## config.mk

```make
export PLATFORM = sky130hd
export DESIGN_NAME = miss_controller
export DESIGN_NICKNAME = d
export VERILOG_FILES = /design/src/design/l2_cache_pkg.sv /design/src/design/miss_controller.sv
export SDC_FILE = /design/constraint.sdc
export NUM_CORES = 1
export LEC_CHECK = 0
export BUFFER_PORTS_ARGS = -buffer_cell sky130_fd_sc_hd__buf_4
export CAP_MARGIN = 20
export CORE_AREA = 2 2 298 300
export CTS_BUF_LIST = sky130_fd_sc_hd__clkbuf_4
export DETAILED_ROUTE_END_ITERATION = 10
export DIE_AREA = 0 0 300 302
export GPL_ROUTABILITY_DRIVEN = 0
export PLACE_DENSITY = 0.3
export SKIP_CTS_REPAIR_TIMING = 1
export SLEW_MARGIN = 40
export SYNTH_ARGS = -nofsm -noshare
export SYNTH_HDL_FRONTEND = slang
export SYNTH_SLANG_ARGS = --single-unit
export TNS_END_PERCENT = 50
```

## constraint.sdc

```tcl
create_clock -name clk -period 1.61 [get_ports clk]
set_input_delay 0.483 -clock clk [delete_from_list [all_inputs] [get_ports clk]]
set_output_delay 0.483 -clock clk [all_outputs]
set_load 0.005 [all_outputs]
```

## src/design/l2_cache_pkg.sv

```systemverilog
`default_nettype none

package l2_cache_pkg;

    localparam int LINE_BITS  = 128;
    localparam int ADDR_BITS  = 28;
    localparam int INDEX_BITS = 5;
    localparam int NUM_SETS   = 32;
    localparam int TAG_BITS   = ADDR_BITS - INDEX_BITS;
    localparam int NUM_WAYS   = 2;

    typedef logic [LINE_BITS-1:0] line_t;

    typedef struct packed {
        logic [TAG_BITS-1:0]   tag;
        logic [INDEX_BITS-1:0] index;
    } addr_fields_t;

    // flat word on the memory bus, tag/index inside the cache
    typedef union packed {
        logic [ADDR_BITS-1:0] flat;
        addr_fields_t         fields;
    } line_addr_u;

    typedef struct packed {
        logic       read;
        logic       write;
        line_addr_u addr;
        line_t      wdata;
    } cpu_req_t;

    typedef struct packed {
        logic       read;
        logic       write;
        line_addr_u addr;
        line_t      wdata;
    } mem_req_t;

    typedef struct packed {
        line_t rdata;
        logic  ready;
    } mem_rsp_t;

    typedef struct packed {
        logic                valid;
        logic                dirty;
        logic [TAG_BITS-1:0] tag;
        line_t               data;
    } way_entry_t;

    // lru names the way to evict next
    typedef struct packed {
        way_entry_t [NUM_WAYS-1:0] ways;
        logic                      lru;
    } set_entry_t;

    typedef struct packed {
        logic hit;
        logic hit_way;
        logic victim_way;
        logic victim_dirty;
    } lookup_t;

    typedef enum logic [1:0] {
        OP_NONE,
        OP_WRITE_HIT,
        OP_TOUCH,
        OP_FILL
    } store_op_e;

    typedef struct packed {
        store_op_e op;
        logic      way;
    } store_cmd_t;

endpackage

`default_nettype wire

```

## src/design/miss_controller.sv

```systemverilog
`timescale 1ns/1ps
`default_nettype none

module miss_controller (
    input  logic                     clk,
    input  logic                     proc_reset,
    input  l2_cache_pkg::cpu_req_t   cpu_req,
    input  l2_cache_pkg::lookup_t    lookup,
    input  l2_cache_pkg::set_entry_t set_entry,
    input  l2_cache_pkg::mem_rsp_t   mem_rsp,
    output l2_cache_pkg::store_cmd_t cmd,
    output l2_cache_pkg::mem_req_t   mem_req,
    output logic                     stall
);
    import l2_cache_pkg::*;

    typedef enum logic [1:0] {
        LOOKUP,
        WRITEBACK,
        REFILL
    } state_e;

    state_e     state;
    state_e     state_next;
    way_entry_t victim;
    logic       req_valid;

    assign req_valid = cpu_req.read | cpu_req.write;

    // storage is frozen during a miss, so the victim stays put
    assign victim = set_entry.ways[lookup.victim_way];

    assign stall = proc_reset || (state != LOOKUP) || (req_valid && !lookup.hit);

    always_ff @(posedge clk)
    begin
        if (proc_reset)
            state <= LOOKUP;
        else
            state <= state_next;
    end

    always_comb
    begin
        state_next = state;
        cmd.op     = OP_NONE;
        cmd.way    = lookup.hit_way;
        mem_req    = '0;
        case (state)
            LOOKUP:
            begin
                if (req_valid && lookup.hit)
                    cmd.op = cpu_req.write ? OP_WRITE_HIT : OP_TOUCH;
                else if (req_valid)
                    state_next = lookup.victim_dirty ? WRITEBACK : REFILL;
            end
            WRITEBACK:
            begin
                mem_req.write             = 1'b1;
                mem_req.addr.fields.tag   = victim.tag;
                mem_req.addr.fields.index = cpu_req.addr.fields.index;
                mem_req.wdata             = victim.data;
                if (mem_rsp.ready)
                    state_next = REFILL;
            end
            REFILL:
            begin
                mem_req.read      = 1'b1;
                mem_req.addr.flat = cpu_req.addr.flat;
                cmd.way           = lookup.victim_way;
                if (mem_rsp.ready)
                begin
                    cmd.op     = OP_FILL;
                    state_next = LOOKUP;
                end
            end
            default:
            begin
                state_next = LOOKUP;
            end
        endcase
    end

    assert property (@(posedge clk) disable iff (proc_reset)
        !(mem_req.read && mem_req.write));

    // request stays put until memory takes it
    assert property (@(posedge clk) disable iff (proc_reset)
        (mem_req.read || mem_req.write) && !mem_rsp.ready |=> $stable(mem_req));

endmodule

`default_nettype wire

```

### Yosys cells after proc, flatten, opt, wreduce, memory -nomap -nowiden

Cells that the tools add are included.

| word-level totals | value |
|---|---|
| bits in registers | 2 |
| bits of input ports | 600 |
| output and inout port bits | 162 |

| cells by class | value |
|---|---|
| magnitude comparators | 1 |
| equality and inequality tests | 6 |
| muxes and demuxes | 17 |
| bitwise operators | 1 |
| reductions and logical operators | 8 |

Operators with widths:

| operator | count |
|---|---|
| $mux 151 | 2 |
| $mux 128 | 1 |
| $pmux 28 s2 | 1 |
| $mux 2 | 8 |
| $ne 2x2->1 const B | 4 |
| $pmux 2 s3 | 1 |
| $pmux 2 s2 | 1 |
| $reduce_and 4->1 | 1 |
| $mux 1 | 3 |
| $eq 2x1->1 const B | 1 |
| $eq 2x2->1 const B | 1 |
| $logic_and 1x1->1 | 2 |
| $logic_not 2->1 | 1 |
| $logic_or 1x1->1 | 2 |
| $lt 1x2->1 const B | 1 |
| $reduce_bool 2->1 | 1 |
| $logic_not 1->1 | 1 |
| $or 1x1->1 | 1 |

### Longest topological paths before layout

| logic depth | value |
|---|---|
| depth after elaboration | 4 |
| gate-level depth with buffers | 7 |
| depth with buffers taken out | 5 |

### Worst setup path after synthesis

Ideal clock, no wire load.

| timing path | value |
|---|---|
| path kind | register to output |
| start | register state[1] |
| end | output port mem_req[107] in the netlist's numbering |
| data arrival time | 1.257 ns |
| required time | 1.127 ns |
| path slack | -0.130 ns |
| stages on the path, launching flop included | 7 |
| buffers on the path | 2 |
| path through | dfxtp_1 -> inv_1 -> ha_1 -> inv_2 -> buf_2 -> buf_1 -> nor2_1 |

RTL lines:

| element | line | RTL |
|---|---|---|
| from (decl) | miss_controller.sv:23 | `state_e state;` |
| from (signal assigned) | miss_controller.sv:40 | `state <= state_next;` |
| to (decl) | miss_controller.sv:12 | `output l2_cache_pkg::mem_req_t mem_req,` |

==> metrics.cfg <==
[status]
status = complete, but fails checks
violations = negative setup slack

[power]
p_total_mw = 3.381
power.leakage_nw = 4.378
seqPwrFrac_pct = 2.2
clkPwrFrac_pct = 3.3
p_comb_share_pct = 94.5
p_sw_share_pct = 41.56
internal_power_mw = 1.976
switchingPower_mw = 1.405
peakVddDrop_v = 0.0001754
pwr_density_cell_mw_per_mm2 = 375.3

[floorplan]
dieWidth_um = 300
rows = 109
dieArea_mm2 = 0.09060
ios = 762
start_util_pct = 3.361
die_h_um = 302
core_area_mm2 = 0.08756

[worst_setup_path]
critPathRequiredTime_ps = 1130
startpoint_type = flop
crit-reg2reg-launch = state[0]
worst-setup-path-type = flop to output pin
path_cells = inv_2, ha_4, clkinv_8, buf_16, buf_16, nor2_1, buf_4
crit_path_end_kind = output pin
r2r_end = state[0]
crit_fanout = 13
regToRegSetupSlack_ps = 170
crit_path_frequent_cell = buf_16
critPathArrivalTime_ps = 1580
critPathBufInv = 5
cpLargestDelayFamily = buffers and inverters
rr_worst_depth = 6
slowest_stage = dfxtp_2
crit_path_max_incr_delay_ps = 310

[logic_synthesis]
synth_cell_type_count = 25
ys_seq_elements = 2
synth_enable_flop_cells = 0
synthCells = 420
syn_nets = 1023
yosys_warnings = 0
synthArstFlopShare_pct = 0
synth_area_leader_cell = mux2i_1
syn_area_per_cell_um2 = 7.007
yosys-top-cells-area = mux2i_1 (51%), nor2_1 (16%), buf_8 (7.1%)
yosysSeqAreaShare_pct = 1.361
synth_top_flop_cell = dfxtp_1
synth_top_area_share_pct = 51.36
syn_area_mm2 = 0.002943

[cts]
h-tree-depth = 1
cts_buffers = 3
cts.sinks = 2
cts_root_buffer = clkbuf_4
clk_latency_ps = 220
cts.path.max_buffers = 2
clk_pin_slew_ps = 30
cts_tree = built

[sta]
maxSlewHeadroom_pct = 73.66
rsz0062_at_grt = yes
fmax_mhz = 485.8
worstMarginPinSlew_ps = 384.1
drv_slew = 0
fin_ws_ps = -448.3
setup_viol = 161
skew_ps = 1.144
final.min_clock_period_ps = 2058
hold_viol_final = 0
post-route-period-util_pct = 127.8

[final_layout]
top_register = state
largest_register_ffs = 2
nFillCells = 10300
drive_gt1_share_pct = 66.25
finalNonFillerCells = 2123
multi_input_area_mm2 = 0.002779
regArea_um2 = 42.54
finalNetCount = 1562
reg.largest.list = state (2)
final_util_pct = 10.29
syn2layout_area_growth_pct = 206.2

[global_route]
antenna_found_initial = 16
grt_max_degree = 53
grt-ovfl-total = 0
grt_pass1_wl_mm = 38.15
grt_use_total_pct = 5.871
grt_pass1_vias = 5557

[detailed_routing]
wirelength_mm = 31.25
wl_per_cell_um = 14.72
drtPass1Iterations = 4
drt_iter0_drc = 146
vias = 5285
viasPerCell = 2.489
ant_nets = 0
drc_errors = 0

[run]
drv_cap = 0

[place]
dpl.cell_count = 2108
dpl.hpwl_mm = 26.86
portBuffers = 500

[min_path]
worstHoldStart = proc_reset
hold_path_end = state[0]
min_path_type = input pin to flop
hold_depth = 3

-- power groups by stage --
stage | registers, mW | clock network (mW) | logic (mW)
2_1_floorplan | 0.0714 | 0 | 1.06
3_3_place_gp | 0.0696 | 0 | 2.82
3_5_place_dp | 0.0695 | 0 | 2.82
4_1_cts | 0.0688 | 0.117 | 2.83
5_1_grt | 0.0769 | 0.122 | 3.46
6_report | 0.0748 | 0.112 | 3.19
-- layout make-up --
cell class / count / share of cell area (%)
tap: 1165 / 16.18
multi-input combinational: 377 / 30.84
sequential: 2 / 0.4722
timing repair buffer: 572 / 51.97
inverter: 3 / 0.2639
antenna: 1 / 0.02777
clock buffer: 3 / 0.2500
-- cell families after synthesis --
group / share of synthesized area (%)
AND/OR/NAND/NOR: 27.30
multiplexers: 51.74
buffers and inverters: 12.20
AO/OA/AOI/OAI: 6.123
adder cells (fa/ha/maj): 1.276
flip-flops: 1.361
-- layer usage --
metal | wire [um] | part of all wire, % | vias to the layer above | track usage [%]
met2 | 15630 | 50 | 441 | 11.04
met4 | 522 | 1.7 | 6 | 0.8690
li1 | - | - | 2498 | -
met3 | 3476 | 11 | 32 | 2.227
met5 | 38 | 0.12 | - | 0
met1 | 11580 | 37 | 2308 | 6.313
-- placed cells by master (no fill, tap or decap), drive strengths merged --
cell	n
nand2	27
o21ai	23
o21ba	2
o21a	1
mux2i	151
diode	1
a31oi	1
dfxtp	2
nand4b	2
clkinv	1
mux2	1
o22a	1
ha	3
clkbuf	12
and2	28
nand2b	3
inv	2
buf	563
a21oi	3
nand3	2
nor2	128
o21bai	1
-- synthesized netlist by cell type, drive strengths merged, types with 2 or more instances --
cell	instances
mux2i	151
nor2	128
and2	28
buf	27
nand2	27
o21ai	23
clkbuf	11
a21oi	3
ha	3
inv	3
nand2b	3
dfxtp	2
nand3	2
nand4b	2
o21ba	2
-- per-stage QoR --
stage | setup WS, ps | TNS (ps) | hold WS, ps | cell area (um2)
final | -448.3 | -60380 | 525.4 | 9010
after global routing | -522.3 | -74650 | 527.5 | 9010
after floorplan | -21.75 | -1536 | 461.0 | 2997
after CTS | -579.6 | -71450 | 519.9 | 8444
after global placement | -508.1 | -54580 | 594.3 | 8422
after detailed placement | -500.4 | -56500 | 590.6 | 8422
-- worst reg2reg max path: stages, from the launching register on --
cell	delay [ps]
dfxtp_2	360
inv_2	80
ha_4	190
buf_6	150
o21ba_2	210
nand4b_1	180
a31oi_1	190
-- how the worst max path moves through the flow --
stage / start / slack, ps / endpoint / cells past startpoint
finish: state[1] / -450 / mem_req[96] / 7
CTS: state[1] / -580 / mem_req[152] / 7
detailed placement: lookup[1] / -500 / mem_req[19] / 6
global route: state[1] / -520 / mem_req[95] / 7
global placement: lookup[1] / -510 / mem_req[19] / 6
floorplan: lookup[1] / -20 / cmd[0] / 4
Note: power is estimated with default switching activity, not from simulation.
