[src/design/l2_cache_pkg.sv]
`default_nettype none

package l2_cache_pkg;

    localparam int LINE_BITS  = 128;
    localparam int ADDR_BITS  = 28;
    localparam int INDEX_BITS = 5;
    localparam int NUM_SETS   = 32;
    localparam int TAG_BITS   = ADDR_BITS - INDEX_BITS;
    localparam int NUM_WAYS   = 2;

    typedef logic [LINE_BITS-1:0] line_t;

    typedef struct packed {
        logic [TAG_BITS-1:0]   tag;
        logic [INDEX_BITS-1:0] index;
    } addr_fields_t;

    // flat word on the memory bus, tag/index inside the cache
    typedef union packed {
        logic [ADDR_BITS-1:0] flat;
        addr_fields_t         fields;
    } line_addr_u;

    typedef struct packed {
        logic       read;
        logic       write;
        line_addr_u addr;
        line_t      wdata;
    } cpu_req_t;

    typedef struct packed {
        logic       read;
        logic       write;
        line_addr_u addr;
        line_t      wdata;
    } mem_req_t;

    typedef struct packed {
        line_t rdata;
        logic  ready;
    } mem_rsp_t;

    typedef struct packed {
        logic                valid;
        logic                dirty;
        logic [TAG_BITS-1:0] tag;
        line_t               data;
    } way_entry_t;

    // lru names the way to evict next
    typedef struct packed {
        way_entry_t [NUM_WAYS-1:0] ways;
        logic                      lru;
    } set_entry_t;

    typedef struct packed {
        logic hit;
        logic hit_way;
        logic victim_way;
        logic victim_dirty;
    } lookup_t;

    typedef enum logic [1:0] {
        OP_NONE,
        OP_WRITE_HIT,
        OP_TOUCH,
        OP_FILL
    } store_op_e;

    typedef struct packed {
        store_op_e op;
        logic      way;
    } store_cmd_t;

endpackage

`default_nettype wire

[src/design/set_lookup.sv]
`timescale 1ns/1ps
`default_nettype none

module set_lookup (
    input  l2_cache_pkg::cpu_req_t   cpu_req,
    input  l2_cache_pkg::set_entry_t set_entry,
    output l2_cache_pkg::lookup_t    result,
    output l2_cache_pkg::line_t      rdata
);
    import l2_cache_pkg::*;

    logic [NUM_WAYS-1:0] hit_vec;
    logic                victim;

    always_comb
    begin
        for (int w = 0; w < NUM_WAYS; w++)
        begin
            hit_vec[w] = set_entry.ways[w].valid &&
                         (set_entry.ways[w].tag == cpu_req.addr.fields.tag);
        end
    end

    // empty ways fill first, way 0 before way 1
    always_comb
    begin
        if (!set_entry.ways[0].valid)
            victim = 1'b0;
        else if (!set_entry.ways[1].valid)
            victim = 1'b1;
        else
            victim = set_entry.lru;
    end

    always_comb
    begin
        result.hit          = |hit_vec;
        result.hit_way      = hit_vec[1];
        result.victim_way   = victim;
        result.victim_dirty = set_entry.ways[victim].valid && set_entry.ways[victim].dirty;
    end

    always_comb
    begin
        if (|hit_vec)
            rdata = set_entry.ways[hit_vec[1]].data;
        else
            rdata = '0;
    end

    // a tag is only ever allocated once per set
    always_comb
    begin
        assert (!(hit_vec[0] && hit_vec[1]));
    end

endmodule

`default_nettype wire

[config.mk]
export PLATFORM = sky130hd
export DESIGN_NAME = set_lookup
export DESIGN_NICKNAME = d
export VERILOG_FILES = /design/src/design/l2_cache_pkg.sv /design/src/design/set_lookup.sv
export SDC_FILE = /design/constraint.sdc
export NUM_CORES = 1
export LEC_CHECK = 0
export ABC_AREA = 1
export BUFFER_PORTS_ARGS = -buffer_cell sky130_fd_sc_hd__buf_2
export CAP_MARGIN = 10
export CORE_AREA = 2 2 229 231
export DETAILED_ROUTE_END_ITERATION = 7
export DIE_AREA = 0 0 231 233
export GPL_ROUTABILITY_DRIVEN = 0
export RECOVER_POWER = 100
export SYNTH_ARGS = -nofsm -noshare
export SYNTH_HDL_FRONTEND = slang
export SYNTH_SLANG_ARGS = --single-unit
[constraint.sdc]
create_clock -name vclk -period 1.3
set_clock_uncertainty 0.2 [all_clocks]
set_input_delay 0.065 -clock vclk [all_inputs]
set_output_delay 0.065 -clock vclk [all_outputs]
set_load 0.01 [all_outputs]
Yosys cells after proc, flatten, opt, wreduce, memory -nomap -nowiden
Cells that the tools add are included.
{"block": "classes", "muxes": 7, "n_lt_le_gt_ge": 2, "n_reduce_logical": 4, "eq_ne": 2}
{"op": "128-bit 2-to-1 mux", "count": 3}
{"op": "153-bit 2-to-1 mux", "count": 2}
{"op": "23-bit == test", "count": 2}
{"op": "1-bit by 2-bit less-than comparator with 1-bit output, second input constant", "count": 2}
{"op": "1-bit logical AND", "count": 3}
{"op": "1-bit 2-to-1 mux", "count": 2}
{"op": "2-bit OR reduction", "count": 1}
{"block": "word_totals", "inputBits": 465, "out_inout_bits": 132, "reg_bits": 0, "elab_cells": 15}

Depth between registers and ports, before layout
Gate-level depths: netlist of run 1.
{"block": "logic_depth", "word_depth": 5, "mapped_depth": 13, "mapped_depth_nobuf": 11}

Worst setup path before layout of run 1
Ideal clock, no wire load.
{"block": "synth_timing", "path_type": "input-to-output", "start": "input set_entry[282] in the netlist's numbering", "end": "output rdata[118]", "required_ns": 1.035, "path_slack_ns": -0.054, "path_stages": 13, "path_buffers": 2, "arrival_time_ns": 1.089, "cell_sequence": "inv_1 nand2_1 nand2_1 nor2_1 nand2_1 nor2_2 nand3_1 buf_2 buf_6 nand2_1 nand2_1 nand2_1 inv_1"}
{"block": "synth_via", "elab_chain_cells": 5, "word_cells_on_any_way": 6, "classes_between": "eq/ne (1); mux (3); reduce/logical (2)"}
{"element": "start: declaration", "line_no": "set_lookup.sv:6", "rtl": "input l2_cache_pkg::set_entry_t set_entry,"}
{"element": "23-bit == test (*)", "line_no": "set_lookup.sv:20", "rtl": "(set_entry.ways[w].tag == cpu_req.addr.fields.tag);"}
{"element": "1-bit logical AND (*)", "line_no": "set_lookup.sv:19", "rtl": "hit_vec[w] = set_entry.ways[w].valid &&"}
{"element": "128-bit 2-to-1 mux (not written as such) (2 in a row)", "line_no": "set_lookup.sv:46", "rtl": "rdata = set_entry.ways[hit_vec[1]].data;"}
{"element": "128-bit 2-to-1 mux (*)", "line_no": "set_lookup.sv:45", "rtl": "if (|hit_vec)"}
{"element": "end: declaration", "line_no": "set_lookup.sv:8", "rtl": "output l2_cache_pkg::line_t rdata"}
Every way passes the cells marked *; elsewhere a longest branch is shown, timed or not. The select of a mux whose other input is x is not followed.

Final worst setup path of run 1
{"block": "layout_timing", "start": "input cpu_req[154] in the netlist's numbering", "end": "output rdata[74]"}
{"block": "layout_via", "elab_chain_cells": 5, "word_cells_on_any_way": 8, "classes_between": "eq/ne (2); mux (3); reduce/logical (3)"}
{"element": "start: declaration", "line_no": "set_lookup.sv:5", "rtl": "input l2_cache_pkg::cpu_req_t cpu_req,"}
{"element": "23-bit == test", "line_no": "set_lookup.sv:20"}
{"element": "1-bit logical AND", "line_no": "set_lookup.sv:19"}
{"element": "128-bit 2-to-1 mux (not written as such) (2 in a row)", "line_no": "set_lookup.sv:46"}
{"element": "128-bit 2-to-1 mux (*)", "line_no": "set_lookup.sv:45"}
Marks and branches as above.

==> impl_metrics.tcl, run 1 <==
set metrics [dict create \
    drv_slew 0 \
    grt_max_degree 39 \
    num_vias 8173 \
    min_to "rdata[12]" \
    nets 1979 \
    antenna_cells 0 \
    postSynthCellCount 960 \
    yosys.cell_types.count 18 \
    io_pins 597 \
    worst_slew_pin_slew_ns 0.2692 \
    drc 0 \
    min_period_over_period_pct 151.9 \
    synth_top_area_share_pct 44.64 \
    yosysSeqAreaShare_pct 0 \
    syn_nets 1425 \
    hp-class "input port to output pin" \
    ir_drop_mv 0.1329 \
    avgSynthCellArea_um2 4.405 \
    p_sw_mw 0.7006 \
    fp-row-count 83 \
    first_global_vias 7330 \
    run_status "finished, violations left" \
    grt_first_pass_wirelength_um 43770 \
    fmax_mhz 506.3 \
    grt_usage_pct 10.87 \
    rsz0062_at_grt "yes" \
    finalCriticalPeriod_ns 1.975 \
    p_leak_nw 6.422 \
    routed_via_density 3.729 \
    stdcell_area_mm2 0.01004 \
    yosys_warnings 0 \
    hold_start "set_entry[13]" \
    ant_nets 0 \
    end_kind "output pin" \
    die_h_um 233 \
    violations "setup timing" \
    p_sw_share_pct 45.73 \
    finalHoldViolCount 0 \
    syn_to_final_growth_pct 137.4 \
    core_area_mm2 0.05109 \
    cp_data_required_time_ns 1.03 \
    syn-cell-area_mm2 0.004229 \
    p_clk_share_pct 0 \
    power.density_cell_area_mw_per_mm2 152.6 \
    drive_gt1_share_pct 53.84 \
    cp.arrival_ns 1.71 \
    fin_setup_tns_ns -80.36 \
    die_x_um 231 \
    crit_fanout 16 \
    combPwrFrac_pct 100.0 \
    synth_largest_area_cell "nand2_1" \
    antenna_found_initial 5 \
    portBuffers 462 \
    worst_slack_ns -0.6751 \
    wl_per_cell_um 15.37 \
    drtIter0Drc 394 \
    maxCapViolCount 0 \
    hold_buffers 0 \
    die_area_mm2 0.05382 \
    seq_area_um2 0 \
    start_util_pct 8.277 \
    finalWirelength_um 33690 \
    setup_violations 130 \
    dr.pass1.iters 5 \
    whs_path_depth 6 \
    finalPower_mw 1.532 \
    overflow 0 \
    power_frac_seq_pct 0 \
    dpl_cell_area_mm2 0.007841 \
    nClkBuffers 0 \
    seq_cell_count 0 \
    critPathLaunchType "input port" \
    crit_type "input port to output pin" \
    slew_headroom_pct 81.99 \
    dp_hpwl_um 23760 \
    synthTopCellsByArea "nand2_1, nand4_1, inv_1" \
    p_int_mw 0.8314 \
]
## layer usage
layer	GRT usage [%]	wire, um	vias up
li1	-	-	4055
met2	19.52	15960	470
met5	0	37	-
met1	13.17	13640	3600
met4	2.278	911	6
met3	2.414	3145	42
## critical path, cell delays in order
cell and delay (ns):
buf_6 0.10, buf_6 0.10, xor2_1 0.14, nor2_1 0.15, nand2_1 0.09, nor2_1 0.12, nand3_2 0.17, nand2_8 0.14
buf_12 0.18, buf_12 0.17, nand2_1 0.06, inv_1 0.06, buf_2 0.13
## layout make-up
class,instances,area (um^2)
Timing Repair Buffer,623,4959
Tap cell,680,850.8
Fill cell,5836,41050
Multi-Input combinational cell,709,3513
Inverter,180,716.9
## placed cells by master (no fill, tap or decap), drive strengths merged
cell type | netlist | final
nand4 | 128 | 128
and3 | 1 | 1
bufbuf | 0 | 4
o22ai | 1 | 1
xor2 | 2 | 2
inv | 180 | 180
o21ai | 18 | 18
a21boi | 1 | 1
or2 | 1 | 1
buf | 71 | 609
nor2 | 47 | 47
xnor2 | 2 | 2
clkbuf | 0 | 10
o2111ai | 1 | 1
nand3 | 4 | 4
nand2 | 503 | 503
## power groups by stage
stage | sequential, mW | clock (mW) | combinational (mW)
final | 0 | 0 | 1.53
after global routing | 0 | 0 | 1.67
after CTS | 0 | 0 | 1.42
after detailed placement | 0 | 0 | 1.20
after global placement | 0 | 0 | 1.20
after floorplan | 0 | 0 | 0.442
## cell usage after synthesis, types with 2 or more instances
library cell and number:
buf_4 48, nor2_2 3, nand2_1 503, xor2_1 2
buf_6 4, inv_1 171, xnor2_1 2, nand3_1 4
inv_2 9, nor2_1 44, buf_2 19, o21ai_0 18
nand4_1 128
## cells by family (layout without fill, tap and decap cells)
logic type / after synthesis / in the layout / synth area share, %
compound gates: 21 / 21 / 2.663
xor+xnor: 4 / 4 / 0.8286
buf+inv: 251 / 803 / 27.81
simple gates: 684 / 684 / 68.70
## per-stage QoR
stage / setup WS (ns) / utilization, % / hold slack, ns / cells
3_3_place_gp: -0.8145 / 15.35 / 0.2883 / 2126
3_5_place_dp: -0.7929 / 15.35 / 0.2887 / 2126
2_1_floorplan: -0.03221 / - / 0.05795 / 960
5_1_grt: -0.7808 / 19.65 / 0.3139 / 2192
6_report: -0.6751 / 19.65 / 0.2863 / 2192
4_1_cts: -0.6201 / 18.20 / 0.2906 / 2168
## worst max path at each step
stage                               from  slack (ns)          to
final                       cpu_req[154]       -0.68   rdata[74]
after detailed placement    cpu_req[152]       -0.79   rdata[23]
after global placement      cpu_req[148]       -0.81   rdata[23]
after floorplan             cpu_req[152]       -0.03   rdata[10]
after global routing      set_entry[296]       -0.78   rdata[90]
after CTS                 set_entry[298]       -0.62  rdata[106]
## timing repair
| action | CTS | global route |
|---|---|---|
| gates resized for setup | 234 | 132 |
| buffers inserted | 27 | 16 |
| setup endpoints to repair | 130 | 130 |
| cloned | 16 | 9 |
| pin swaps | 70 | 28 |
(Power assumes the default switching activity.)
==> inputs of run 2 (changes only) <==
--- a/config.mk
+++ b/config.mk
@@ -8,9 +8,9 @@
 export ABC_AREA = 1
 export BUFFER_PORTS_ARGS = -buffer_cell sky130_fd_sc_hd__buf_2
 export CAP_MARGIN = 10
-export CORE_AREA = 2 2 229 231
+export CORE_AREA = 2 2 235 237
 export DETAILED_ROUTE_END_ITERATION = 7
-export DIE_AREA = 0 0 231 233
+export DIE_AREA = 0 0 237 239
 export GPL_ROUTABILITY_DRIVEN = 0
 export RECOVER_POWER = 100
 export SYNTH_ARGS = -nofsm -noshare
==> run 2 against run 1 <==
  * First-iteration DRC count down 25%
  * Non-clock buffer count down 40
  * Global-route usage down 2.1 points
  * Via count down 4.3%
  * Flip-flop and latch count unchanged
  * The run still ends with setup timing left
  * Final area down 12%
  * Count of clock-buffer cells in the layout unchanged
  * Utilization down 3.3 points
==> impl_metrics.tcl, run 2 (synthesis results as in run 1) <==
set metrics [dict create \
    drive_gt1_share_pct 46.88 \
    critPathLaunchType "input port" \
    drc 0 \
    dp.cells 2155 \
    cp_slowest_cell "buf_12" \
    ant_nets 0 \
    grt_first_pass_wirelength_um 38570 \
    cp.arrival_ns 1.63 \
    finalCriticalPeriod_ns 1.895 \
    finalHoldViolCount 0 \
    holdWs_ns 0.2876 \
    violations "setup timing" \
    worst_slack_ns -0.5953 \
    die_h_um 239 \
    ir_drop_mv 0.07056 \
    final_cell_count_no_fill 2179 \
    fillers 6336 \
    min_period_over_period_pct 145.8 \
    cp_top_family "simple AND/OR/NAND/NOR gates" \
    power.density_cell_area_mw_per_mm2 150.3 \
    core_area_mm2 0.05434 \
    antenna_found_initial 8 \
    nets 1939 \
    syn_to_final_growth_pct 109.7 \
    drtIter0Drc 296 \
    wl_per_cell_um 12.55 \
    run_status "finished, violations left" \
    cpPeakStageDelay_ns 0.16 \
    crit_top_cell "nand2_2" \
    start_util_pct 7.783 \
    seq_cell_count 0 \
    overflow 0 \
    fmax_mhz 527.6 \
    hold_start "set_entry[16]" \
    fin_setup_tns_ns -67.68 \
    crit_fanout 19 \
    fp-row-count 86 \
    portBuffers 462 \
    timing.critical_path.cells "buf_2, nand2_2, nand2_2, nor2_4, nand2_2, nor2_4, buf_12, nand3_4, buf_12, buf_12, nand2_2, nand2_2, nand2_2, inv_1, buf_2" \
    grt_usage_pct 8.807 \
    hp-class "input port to output pin" \
    end_kind "output pin" \
    cp_data_required_time_ns 1.03 \
    dr.pass1.iters 5 \
    critPathLaunch "cpu_req[133]" \
    most-common-layout-cells "nand2_1, buf_2, inv_1, nand4_1, buf_4" \
    routed_via_density 3.590 \
    rsz0062_at_grt "yes" \
    setup_violations 130 \
    final_common_cell "nand2_1" \
    grt_max_degree 29 \
    num_vias 7823 \
    seq_area_um2 0 \
    finalWirelength_um 27350 \
    slew_headroom_pct 81.00 \
    worst_slew_pin_slew_ns 0.2820 \
    drv_slew 0 \
    worst-path-buf-inv 6 \
    dp_hpwl_um 22590 \
    die_area_mm2 0.05664 \
    crit_type "input port to output pin" \
    nClkBuffers 0 \
    die_x_um 237 \
    first_global_vias 6967 \
    io_pins 597 \
    p_leak_nw 5.981 \
    maxCapViolCount 0 \
    hold_buffers 0 \
]
==> run 2: changes by cell type in the layout (fill, tap and decap cells not counted), sizes merged <==
cell	previous run	this run
buf	609	580
bufbuf	4	0
clkbuf	10	3
diode	0	3
==> run 2: per-stage QoR <==
stage	util (%)	cell area, um^2	setup WS (ns)	power [mW]
after floorplan	-	4355	-0.03221	0.4418
final	16.32	8869	-0.5953	1.333
after global routing	16.31	8864	-0.7215	1.475
after global placement	14.65	7959	-0.7599	1.178
after CTS	16.03	8708	-0.6028	1.319
after detailed placement	14.65	7959	-0.7735	1.185
==> run 2: layout make-up <==
class / instances / area, um^2 / area share (%)
multi-input combinational: 709 / 3269 / 36.87
inverter: 180 / 706.9 / 7.971
antenna: 3 / 7.507 / 0.08465
timing repair buffer: 583 / 4004 / 45.15
tap: 704 / 880.8 / 9.932
==> run 2: what timing repair did <==
action / CTS / global route
gates resized for setup: 150 / 34
cloned: 5 / 1
buffers inserted: 14 / 1
endpoints found under the setup margin: 130 / 130
pin swaps: 34 / 4
==> run 2: path summary, 6_finish.rpt <==
check | to | depth (start not counted) | slack [ns]
max | rdata[20] | 15 | -0.60
min | rdata[15] | 6 | 0.29
==> run 2: metal layers <==
layer / global-route usage (%) / routed length, um / vias to the layer above
met5: 0 / 53 / -
met4: 2.321 / 826 / 8
met3: 2.286 / 2791 / 52
met2: 15.75 / 12860 / 438
met1: 10.38 / 10830 / 3357
li1: - / - / 3968
==> run 2: report_power, final <==
| part | total, mW | internal (mW) | leakage, nW | switching, mW |
|---|---|---|---|---|
| clock | 0.000000309 | 0.000000309 | 0.0000190 | 0 |
| combinational | 1.33 | 0.716 | 5.98 | 0.617 |
| sequential | 0 | 0 | 0 | 0 |
==> inputs of run 3 (changes only) <==
--- a/config.mk
+++ b/config.mk
@@ -8,10 +8,13 @@
 export ABC_AREA = 1
 export BUFFER_PORTS_ARGS = -buffer_cell sky130_fd_sc_hd__buf_2
 export CAP_MARGIN = 10
+export CELL_PAD_IN_SITES_DETAIL_PLACEMENT = 1
+export CELL_PAD_IN_SITES_GLOBAL_PLACEMENT = 2
 export CORE_AREA = 2 2 235 237
 export DETAILED_ROUTE_END_ITERATION = 7
 export DIE_AREA = 0 0 237 239
 export GPL_ROUTABILITY_DRIVEN = 0
+export PLACE_DENSITY_LB_ADDON = 0.1
 export RECOVER_POWER = 100
 export SYNTH_ARGS = -nofsm -noshare
 export SYNTH_HDL_FRONTEND = slang
==> run 3 against run 2 <==
  * The flow still finishes with violations (setup timing)
  * Count of clock-buffer cells in the layout unchanged
  * Global-route usage up 4.4 points
  * Worst hold slack better by 0.0097 ns
  * Final area up 31%
  * Non-clock buffer count up 42
  * Flip-flop and latch count unchanged
  * Largest cell class unchanged
==> impl_metrics.tcl, run 3 (synthesis results as in run 1) <==
set metrics [dict create \
    syn_to_final_growth_pct 175.2 \
    cp_data_required_time_ns 1.03 \
    hold_buffers 0 \
    finalWirelength_um 40690 \
    violations "setup timing" \
    io_pins 597 \
    antenna_found_initial 3 \
    die_h_um 239 \
    crit_fanout 5 \
    min_period_over_period_pct 149.2 \
    stdcell_area_mm2 0.01164 \
    dp_hpwl_um 28910 \
    hp-class "input port to output pin" \
    overflow 0 \
    ant_nets 0 \
    place_ws_ns -0.9309 \
    fmax_mhz 515.5 \
    core_area_mm2 0.05434 \
    worst_slew_pin_slew_ns 0.1917 \
    die_x_um 237 \
    nClkBuffers 0 \
    first_global_vias 8538 \
    end_kind "output pin" \
    routed_via_density 3.664 \
    fp-row-count 86 \
    p_leak_nw 6.880 \
    drtIter0Drc 135 \
    grt_max_degree 23 \
    run_status "finished, violations left" \
    setup_violations 130 \
    final_common_cell "buf_2" \
    critPathLaunchType "input port" \
    drv_slew 0 \
    nets 1981 \
    seq_cell_count 0 \
    finalPower_mw 1.662 \
    seq_area_um2 0 \
    finalCriticalPeriod_ns 1.940 \
    worst_slack_ns -0.6401 \
    grt_first_pass_wirelength_um 56230 \
    power.density_cell_area_mw_per_mm2 142.8 \
    ir_drop_mv 0.08115 \
    crit_type "input port to output pin" \
    grt_usage_pct 13.22 \
    die_area_mm2 0.05664 \
    wl_per_cell_um 18.33 \
    num_vias 8134 \
    rsz0062_at_grt "yes" \
    cp.arrival_ns 1.68 \
    most-common-layout-cells "buf_2, nand2_1, nand2_2, buf_6, nand4_1" \
    slew_headroom_pct 87.13 \
    maxCapViolCount 0 \
    portBuffers 462 \
    drive_gt1_share_pct 68.43 \
    fin_util_pct 21.42 \
    dr.pass1.iters 4 \
    start_util_pct 7.783 \
    drc 0 \
    dpl_cell_area_mm2 0.008034 \
    finalHoldViolCount 0 \
]
-- run 3: worst paths after layout --
path            from          to  slack (ns)  cells past startpoint
max     cpu_req[152]   rdata[75]       -0.64                     17
min   set_entry[112]  rdata[111]        0.30                      6
-- run 3: final cells by class --
cell class / count / area, um^2
fillers: 6653 / 42700
repair buffers: 625 / 5807
multi-input cells: 709 / 4239
well taps: 704 / 880.8
inverters: 180 / 706.9
diodes: 2 / 5.005
-- run 3: metal layers --
layer	track usage, %	share of wire [%]	vias to the layer above
li1	-	-	4069
met1	16.90	43	3808
met2	24.51	51	245
met3	2.136	5.2	10
met4	0.1534	0.36	2
met5	0	0.034	-
-- run 3: through the flow --
step                TNS, ns  hold slack, ns  instances
global route         -91.00          0.3289       2219
floorplan            -3.530         0.05795        960
global placement    -103.03          0.2967       2155
finish               -73.50          0.2973       2220
CTS                  -81.17          0.3013       2211
detailed placement  -104.30          0.3011       2155
-- run 3: power by group --
group	switching (mW)	total, mW	internal (mW)	leakage, nW
registers	0	0	0	0
logic	0.787	1.66	0.875	6.88
clock network	0	0.000000206	0.000000206	0.0000127
-- run 3: worst max-delay path: stages --
cell     delay, ns
buf_12        0.10
inv_16        0.03
nand2_4       0.05
o21ai_2       0.05
nor2_2        0.11
nand2_2       0.09
nor2_4        0.14
buf_12        0.12
nand3_4       0.10
buf_12        0.18
buf_12        0.14
buf_16        0.14
nand2_2       0.06
nand2_1       0.04
nand2_1       0.07
inv_1         0.05
buf_6         0.12
-- run 3: repair_timing --
action	4_1_cts	5_1_grt
pin swaps	43	164
hold endpoints to repair	0	0
gates resized for setup	282	515
cloned	29	10
setup buffers	27	15
endpoints found under the setup margin	130	130
